[src/verilog/mboxPkg.sv]
// Shared widths, word types and sequencer states for the mbox design, imported by each RTL module
`default_nettype none

package mboxPkg;

  ////////////////////
  // Line geometry
  ////////////////////

  // One memory word, as stored in the buffer
  localparam int WordBits = 36;

  // Words per cache line and entries in the buffer
  localparam int LineWords = 4;

  ////////////////////
  // Types
  ////////////////////

  typedef logic [WordBits-1:0] mbWord;

  // Word position within the line
  typedef logic [$clog2(LineWords)-1:0] wordIdx;

  // Bit n stands for word n
  typedef logic [LineWords-1:0] wordMask;

  typedef enum logic [1:0] {
    seqIdle,
    seqFetch,
    seqDrain
  } seqState;

  // Lowest set bit of a word mask, zero when the mask is empty
  function automatic wordIdx lowestWord(input wordMask mask);
    wordIdx idx;
    idx = '0;
    // Walk down so the lowest set bit is the last one to land
    for (int i = LineWords - 1; i >= 0; i--) begin
      if (mask[i]) begin
        idx = wordIdx'(i);
      end
    end
    return idx;
  endfunction

endpackage

`default_nettype wire

[src/verilog/cacheToMbSequencer.sv]
// Write-back sequencer that fetches masked line words from the cache into the buffer
`default_nettype none

module cacheToMbSequencer
  import mboxPkg::*;
(
  input  wire logic    clk,
  input  wire logic    rstN,

  // Write-back request from the cache side
  input  wire logic    wbStart,
  input  wire wordMask wbMask,

  // Arbiter still holds unsent words
  input  wire logic    linePending,

  output logic         wbReady,

  // Cache read, data comes back one cycle later
  output logic         cshRdEn,
  output wordIdx       cshRdWord,

  // Buffer write, one cycle behind the read
  output logic         wrEn,
  output wordIdx       wrIdx
);

  seqState state;
  seqState stateNext;

  // Words of the line not yet read from the cache
  wordMask fetchMask;
  wordMask fetchNext;
  wordMask fetchBit;

  logic accept;

  ////////////////////
  // Handshake
  ////////////////////

  assign wbReady = (state == seqIdle);

  // Empty masks are dropped here
  assign accept = wbReady && wbStart && (wbMask != '0);

  ////////////////////
  // Cache read
  ////////////////////

  assign cshRdEn = (state == seqFetch);
  assign cshRdWord = lowestWord(fetchMask);
  assign fetchBit = wordMask'(1) << cshRdWord;

  ////////////////////
  // FSM
  ////////////////////

  always_comb begin
    stateNext = state;
    fetchNext = fetchMask;
    case (state)
      seqIdle: begin
        if (accept) begin
          fetchNext = wbMask;
          stateNext = seqFetch;
        end
      end
      seqFetch: begin
        // One word per cycle, lowest first
        fetchNext = fetchMask & ~fetchBit;
        if (fetchNext == '0) begin
          stateNext = seqDrain;
        end
      end
      seqDrain: begin
        // Last write may still sit in the delay stage
        if (!linePending && !wrEn) begin
          stateNext = seqIdle;
        end
      end
      default: begin
        stateNext = seqIdle;
      end
    endcase
  end

  always_ff @(posedge clk or negedge rstN) begin
    if (!rstN) begin
      state <= seqIdle;
      fetchMask <= '0;
      wrEn <= 1'b0;
    end else begin
      state <= stateNext;
      fetchMask <= fetchNext;
      wrEn <= cshRdEn;
    end
  end

  // Index follows the read into the write cycle
  always_ff @(posedge clk) begin
    wrIdx <= cshRdWord;
  end

endmodule

`default_nettype wire

[src/verilog/mbox.sv]
// Top level of the write-back memory buffer, joining the sequencer, buffer and memory arbiter
`default_nettype none

module mbox
  import mboxPkg::*;
#(
  parameter int MemCredits = 2
) (
  input  wire logic    clk,
  input  wire logic    rstN,

  ////////////////////
  // Cache side
  ////////////////////

  input  wire logic    wbStart,
  input  wire wordMask wbMask,
  output logic         wbReady,

  output logic         cshRdEn,
  output wordIdx       cshRdWord,
  input  wire mbWord   cshRdData,

  ////////////////////
  // Memory side
  ////////////////////

  output logic         memValid,
  output wordIdx       memWord,
  output mbWord        memData,
  output logic         memPar,
  input  wire logic    memCredit
);

  // Buffer write from the sequencer delay stage
  logic wrEn;
  wordIdx wrIdx;

  // Arbiter view of the buffer
  wordIdx rdIdx;
  logic linePending;

  cacheToMbSequencer i_sequencer (
    .clk         (clk),
    .rstN        (rstN),
    .wbStart     (wbStart),
    .wbMask      (wbMask),
    .linePending (linePending),
    .wbReady     (wbReady),
    .cshRdEn     (cshRdEn),
    .cshRdWord   (cshRdWord),
    .wrEn        (wrEn),
    .wrIdx       (wrIdx)
  );

  memBuffer i_buffer (
    .clk    (clk),
    .rstN   (rstN),
    .wrEn   (wrEn),
    .wrIdx  (wrIdx),
    .wrData (cshRdData),
    .rdIdx  (rdIdx),
    .rdData (memData),
    .rdPar  (memPar)
  );

  memRequestArbiter #(
    .MemCredits (MemCredits)
  ) i_arbiter (
    .clk         (clk),
    .rstN        (rstN),
    .wrEn        (wrEn),
    .wrIdx       (wrIdx),
    .memCredit   (memCredit),
    .rdIdx       (rdIdx),
    .memValid    (memValid),
    .memWord     (memWord),
    .linePending (linePending)
  );

endmodule

`default_nettype wire

[src/verilog/memBuffer.sv]
// Four-entry memory buffer holding write-back words with odd parity, read by word index
`default_nettype none

module memBuffer
  import mboxPkg::*;
(
  input  wire logic   clk,
  input  wire logic   rstN,

  // Write port, fed from the cache read data
  input  wire logic   wrEn,
  input  wire wordIdx wrIdx,
  input  wire mbWord  wrData,

  // Read port toward memory
  input  wire wordIdx rdIdx,
  output mbWord       rdData,
  output logic        rdPar
);

  ////////////////////
  // Storage
  ////////////////////

  mbWord words [LineWords];
  wordMask parBits;

  // Odd parity of the incoming word
  logic wrPar;

  assign wrPar = ~^wrData;

  // Cleared entries hold a zero word with good parity
  always_ff @(posedge clk or negedge rstN) begin
    if (!rstN) begin
      for (int i = 0; i < LineWords; i++) begin
        words[i] <= '0;
      end
      parBits <= '1;
    end else if (wrEn) begin
      words[wrIdx] <= wrData;
      parBits[wrIdx] <= wrPar;
    end
  end

  ////////////////////
  // Read select
  ////////////////////

  // Plain mux, no read latency
  always_comb begin
    rdData = words[rdIdx];
    rdPar = parBits[rdIdx];
  end

endmodule

`default_nettype wire

[src/verilog/memRequestArbiter.sv]
// Write request tracking, lowest-word selection and memory credit count for the mbox buffer
`default_nettype none

module memRequestArbiter
  import mboxPkg::*;
#(
  parameter int MemCredits = 2
) (
  input  wire logic   clk,
  input  wire logic   rstN,

  // Buffer writes from the sequencer
  input  wire logic   wrEn,
  input  wire wordIdx wrIdx,

  // One pulse per returned credit
  input  wire logic   memCredit,

  output wordIdx      rdIdx,
  output logic        memValid,
  output wordIdx      memWord,
  output logic        linePending
);

  localparam int CreditBits = $clog2(MemCredits + 1);

  typedef logic [CreditBits-1:0] creditCnt;

  localparam creditCnt CreditsFull = creditCnt'(MemCredits);

  wordMask reqBits;
  wordMask reqSet;
  wordMask reqClr;
  wordIdx selIdx;
  creditCnt credits;
  logic sendNow;

  ////////////////////
  // Selection
  ////////////////////

  assign linePending = |reqBits;

  // Lowest pending word goes first
  assign selIdx = lowestWord(reqBits);
  assign rdIdx = selIdx;
  assign memWord = selIdx;

  // No ready from memory, a held credit is the permission to send
  assign memValid = linePending && (credits != '0);
  assign sendNow = memValid;

  ////////////////////
  // Request bits
  ////////////////////

  always_comb begin
    reqSet = '0;
    reqClr = '0;
    if (wrEn) begin
      reqSet[wrIdx] = 1'b1;
    end
    if (sendNow) begin
      reqClr[selIdx] = 1'b1;
    end
  end

  // A word being written is never the one being sent
  always_ff @(posedge clk or negedge rstN) begin
    if (!rstN) begin
      reqBits <= '0;
    end else begin
      reqBits <= (reqBits & ~reqClr) | reqSet;
    end
  end

  ////////////////////
  // Credits
  ////////////////////

  // Send and return on the same edge cancel out
  always_ff @(posedge clk or negedge rstN) begin
    if (!rstN) begin
      credits <= CreditsFull;
    end else begin
      case ({sendNow, memCredit})
        2'b10: begin
          credits <= credits - creditCnt'(1);
        end
        2'b01: begin
          // Saturate at the starting count
          if (credits != CreditsFull) begin
            credits <= credits + creditCnt'(1);
          end
        end
        default: begin
          credits <= credits;
        end
      endcase
    end
  end

endmodule

`default_nettype wire
[config.mk]
export PLATFORM = sky130hd
export DESIGN_NAME = mbox
export DESIGN_NICKNAME = d
export VERILOG_FILES = /design/src/verilog/mboxPkg.sv /design/src/verilog/cacheToMbSequencer.sv /design/src/verilog/mbox.sv /design/src/verilog/memBuffer.sv /design/src/verilog/memRequestArbiter.sv
export SDC_FILE = /design/constraint.sdc
export NUM_CORES = 1
export LEC_CHECK = 0
export BUFFER_PORTS_ARGS = -buffer_cell sky130_fd_sc_hd__buf_4
export CORE_MARGIN = 8
export CORE_UTILIZATION = 52
export DETAILED_ROUTE_END_ITERATION = 8
export HOLD_SLACK_MARGIN = 0.06
export PLACE_DENSITY = 0.81
export SLEW_MARGIN = 20
export SYNTH_ARGS = -nofsm -noshare
export SYNTH_HDL_FRONTEND = slang
export SYNTH_SLANG_ARGS = --single-unit
[constraint.sdc]
create_clock -name clk -period 1.8 [get_ports clk]
set_input_delay 0.18 -clock clk [delete_from_list [all_inputs] [get_ports clk]]
set_output_delay 0.18 -clock clk [all_outputs]
set_load 0.05 [all_outputs]
Word level (Yosys, flattened, before mapping). Index checks and enable logic that the tools add are counted.

Register bits: 163. Input bits: 44. Output and inout port bits: 44. Word-level logic and storage cells: 88.

Add/sub/neg operators: 2. $lt $le $gt $ge: 7. Eq/ne operators: 9. Shift operators: 1. Multiplexer cells: 31. Bitwise gates (word level): 7. Reduce and logical (&&, ||, !) cells: 20.

Operators with widths (count): 144-bit bitwise mux (1); 36-bit 2-to-1 mux (3); 36-bit binary-select mux with 2-bit select (1); 36-bit demux with 2-bit select (1); 36-bit XNOR reduction (1); 2-bit 2-to-1 mux (12); 4-bit 2-to-1 mux (3); 4-bit bitwise AND (2); 4-bit inverter (2); 4-bit case mux with 2 select lines (1); 1-bit logical AND (7); 3-bit greater-or-equal comparator (second input constant) (2); 2-bit by 3-bit < comparator with 1-bit output (second input constant) (2); 2-bit inequality test (second input constant) (3); 2-bit inverter with 3-bit output (2); 2-bit case mux with 3 select lines (1); 2-bit nonzero test (3); 4-bit bitwise mux (1); 1-bit demux with 2-bit select (2); 2-bit by 1-bit equality test with 1-bit output (second input constant) (2); 2-bit equality test (second input constant) (2); 2-bit by 1-bit greater-or-equal comparator with 1-bit output (second input constant) (2); 4-bit zero test (1); 2-bit by 1-bit inequality test with 1-bit output (second input constant) (2); other kinds (14) (18).

Longest topological paths before layout.
Depth after elaboration: 12. Gate-level depth with buffers: 7. Depth with buffers taken out: 6.

By module. From an unflattened synthesis, not the netlist that was laid out.

Cell total of the unflattened synthesis: 476. Area, all modules: 7402.1 um^2.

By module, submodules not included: memBuffer (times used 1, cells each 399, area an instance 6646.4 um^2, seq. area each 3708.6 um^2); cacheToMbSequencer (times used 1, cells each 38, area an instance 414.1 um^2, seq. area each 215.2 um^2); memRequestArbiter (times used 1, cells each 39, area an instance 341.6 um^2, seq. area each 151.4 um^2).

Worst setup path after synthesis. Ideal clock, no wire load.

Path type: reg2out. Start point: register i_arbiter.reqBits[1]. End point: output port memData[15]. Arrival time: 1908 ps. Data required time: 1620 ps. Setup slack: -288 ps. Cell stages (with the launch flop): 7. Path buffers: 3. Cells stage by stage: dfrtp_1 clkbuf_1 nor4b_1 clkbuf_1 clkbuf_1 a222oi_1 nand2_1.

Cells in the longest elaborated chain, start to end: 6.

Ends and longest elaborated chain: start, declared (line memRequestArbiter.sv:31) `wordMask reqBits;`; start signal, assigned (line memRequestArbiter.sv:73) `reqBits <= (reqBits & ~reqClr) | reqSet;`; 2-bit 2-to-1 mux (2 in a row) (line mboxPkg.sv:40) `if (mask[i]) begin`; 2-bit inverter with 3-bit output (not written as such) (line memBuffer.sv:52) `rdData = words[rdIdx];`; 36-bit binary-select mux with 2-bit select (line memBuffer.sv:52); 36-bit 2-to-1 mux (not written as such) (2 in a row) (line memBuffer.sv:52); end, declared (line mbox.sv:30) `output mbWord memData,`.

Every way passes these cells. The select of a mux whose other input is x is not followed.

Worst setup path in the final report.
Start point: register i_arbiter.reqBits[1]. End point: output port memData[17].

Same word-level chain as after synthesis.

==> results <==
- The largest total area in the synthesized netlist belongs to dfrtp_1.
- At the pin with the least slew margin, the transition time is slightly above 0.6 ns.
- Setup repair after global routing could not meet its margin everywhere.
- The final net count is 773.
- The final clock period utilization by the worst path is 1.23.
- The number of setup violations in the final report is 38.
- The adder and majority gate portion of the synthesized area is 0.00139.
- The number of DRC markers in iteration 0 is around 540.
- The net count after synthesis is slightly above 600.
- TritonCTS built the clock tree.
- The most repeated library cell on the critical path is buf_6.
- The placed standard-cell area is 8330 um^2.
- The worst path in the final design needs a cycle of 2.22 ns, including I/O delays and setup.
- The share of final-layout standard cells stronger than drive strength 1 is 0.547.
- The final-report hold violation count came to 0.
- The number of different library cells used by synthesis comes to 37.
- The floorplan row count is 43.
- The checks that failed: negative setup slack.
- The maximum level of the CTS H-tree is 4.
- The length of the first detailed-routing pass in iterations is 7.
- Headroom to the max-slew limit came out at 0.585.
- The first global-routing pass estimated 32.4 mm of wire.
- The largest stage delay on the critical path is 0.37 ns.
- The critical path is of the flop to output pin type.
- The average cell area after synthesis is between 10 and 15 um^2.
- The share of synthesized area in the top cell type comes to 0.543.
- Synthesis inferred 163 register bits.
- After detailed routing, the number of remaining DRC violations is 0.
- The average vias per placed instance is approximately 6.0.
- The cell count after synthesis came out at 560.
- The signal on the critical path passes through buf_6 -> buf_6 -> nor3_4 -> buf_6 -> buf_4 -> a222oi_1 -> nand2_2 -> buf_8.
- The setup slack at placement is -0.290 ns.
- The maximum root-to-sink buffer count is 2.
- The number of synthesis warnings is 0.
- CTS placed an instance of clkbuf_16 at the clock tree root.
- After synthesis, the largest family of logic cells by area is multiplexers.
- In the final routed layout, each cell accounts on average for ~23 um.
- The initial utilization of the core area, before any placement, comes to 0.524.
- The total global routing track utilization is 0.233.
- The worst hold path belongs to the class input pin to flop.
- Of the total synthesized cell area, the portion taken by AND, OR, NAND and NOR gates is 0.0683.
- The total via count after detailed routing is 5539.
- The xor/xnor cell area share of the yosys netlist is 0.0443.
- The floorplan die width is 134 um.
- The post-route setup TNS is -13.70 ns.
- The die footprint is 17900 um^2.
- On the final layout, the worst hold slack is 0.158 ns.
- The count of antenna-violating nets left after detailed routing is 0.
- For the worst-skew pair, the clock arrives at the later sink with an insertion delay of 0.43 ns.
- The setup slack of the worst register-to-register path is 0.08 ns.
- The core region is about 14000 um^2.
- The compound-gate portion of the synthesized area is 0.0722.
- The area of all placed cells without fillers is 10500 um^2.
- The number of antenna violations at the first check in global routing is 0.
- The height of the die is 134 um.
- Max-cap violations in this run came to 0.
- The total clock sinks is 163.
- The post-synthesis instance area is 7200 um^2.
- Summed over all layers, the global routing overflow is 0.
- The sequential fraction of the synthesis area is 0.566.
- The critical path arrival is 2.04 ns.
- The run finished, with violations left.
- The repair_antennas step left the layout with diodes totalling 0.
- The final weighted congestion in routability-driven placement is 0.829.
- The final layout contains routed wiring with a total length of around 22 mm.
- The number of top-level pins is 88.
- By area the synthesized netlist is led by dfrtp_1 (54%), mux2_2 (23%), a222oi_1 (5.1%), nand2_1 (4.4%), xnor2_1 (3.4%).
- The timing-limited maximum frequency is 450 MHz.
- The nature of the critical path startpoint is a flop.
- The number of global-route vias before repair is 5961.
- Across all setup checks in the final design, the least slack found is -0.421 ns.
- The clock arrives with just under 0.007 ns of skew.
- The worst setup path is captured at an output pin.
- The detailed-placement wirelength estimate is between 10 and 15 mm.
- The library cell contributing the largest single delay on the critical path is dfrtp_1.
- Port buffering added between 80 and 90 buffers.
- The number of buffers inserted during clock tree synthesis is 17.
- The data required time of the critical path is roughly 1.6 ns.
- The clock input transition at the sequential cells of the worst setup and hold paths is 0.06 ns.
- Entering global routing, the biggest net connects slightly below 50 pins.
- The final count of pins violating max slew is 0.
- The multiplexer area fraction after synthesis is 0.227.
- The area growth from synthesis to layout is 45.3%.
- In this run the worst path has a maximum fanout of 4.
[cells in the mapped netlist, drive strengths merged]
cell    instances
a21o            1
a32o            1
a22o            2
xnor2          29
nor3            7
o31ai           1
nand2          84
or2             3
nand3b          3
mux2          144
mux2i           1
a21oi           5
dfxtp           2
o21a            1
nand3           1
dfrtp         156
o21ai          10
a222oi         37
nor2b           1
nor4            1
buf             4
xor2            4
maj3            1
nor4b           1
xnor3           1
o41ai           1
clkbuf         29
dfstp           5
a211oi          2
inv             6
nor2           13
nor3b           1
nand2b          2
[worst max-delay path, delay by kind of cell, from the launching register on]
kind / cells / cell delay, ns
compound gates: 1 / 0.37
buf+inv: 5 / 0.70
flops: 1 / 0.37
simple gates: 2 / 0.17
[area by class of cell]
| class | count | area (um^2) |
|---|---|---|
| sequential | 163 | 4080 |
| multi-input combinational | 359 | 3380 |
| fill | 773 | 3270 |
| timing repair buffer | 182 | 2160 |
| clock buffer | 24 | 492 |
| tap | 180 | 225 |
| clock inverter | 7 | 97.6 |
| inverter | 6 | 22.5 |
[per-layer routing]
metal  vias up  GRT usage  share of wire
li1       2386          -              -
met1      2864      0.277           0.39
met2       236      0.398           0.50
met3        53     0.0531          0.075
met4         0     0.0936          0.031
met5         -          0              0
[placed cells by master, fill, tap and decap left out, types with 12 or more instances in the layout]
master           n
nand2_1         17
nand2_4         25
buf_4           62
dlygate4sd3_1   41
clkbuf_16       21
a222oi_1        37
buf_12          13
buf_6           22
mux2_2         144
xnor2_1         28
nor2_1          12
dfrtp_1        154
nand2_2         42
buf_8           34
[through the flow]
step                      cells   util
after floorplan             560      -
after global placement      815  0.607
after detailed placement    815  0.607
after CTS                   911  0.736
after global routing        921  0.762
final                       921  0.762
[cell families (layout without fill, tap and decap cells)]
group                    count (synthesis)  in the layout
flip-flops                             163            163
multiplexers                           145            145
AND/OR/NAND/NOR                        117            118
AO/OA/AOI/OAI                           61             61
buffers and inverters                   39            219
XOR/XNOR                                34             34
adder cells (fa/ha/maj)                  1              1
[flip-flops by register name, indices dropped and copies added, names as in the netlist]
name	cells
i_arbiter.reqBits	4
i_sequencer.state	2
i_arbiter.credits	2
i_sequencer.fetchMask	4
i_sequencer.wrEn	1
i_buffer.words	144
i_sequencer.wrIdx	2
i_buffer.parBits	4
[worst paths after layout]
kind	endpoint	from	cells past startpoint
setup / recovery	memData[17]	i_arbiter.reqBits[1]	8
hold / removal	i_buffer.words[35]	cshRdData[35]	3
setup reg to reg	i_arbiter.credits[0]	i_arbiter.reqBits[0]	9
hold reg to reg	i_buffer.parBits[1]	i_buffer.parBits[1]	2
max in group asynchronous	i_buffer.words[137]	rstN	3
min in group asynchronous	i_sequencer.fetchMask[1]	rstN	2
[what timing repair did]
item | CTS | global route
endpoints found under the hold margin | 191 | 0
setup endpoints to repair | 38 | 45
pin swaps | 13 | 26
buffers inserted | 16 | 7
cloned | 8 | 8
hold buffers | 41 | 0
resized for setup | 120 | 54
Power is not shown: default switching activity piles up to over one toggle a cycle in this logic, so the estimate is an artifact.
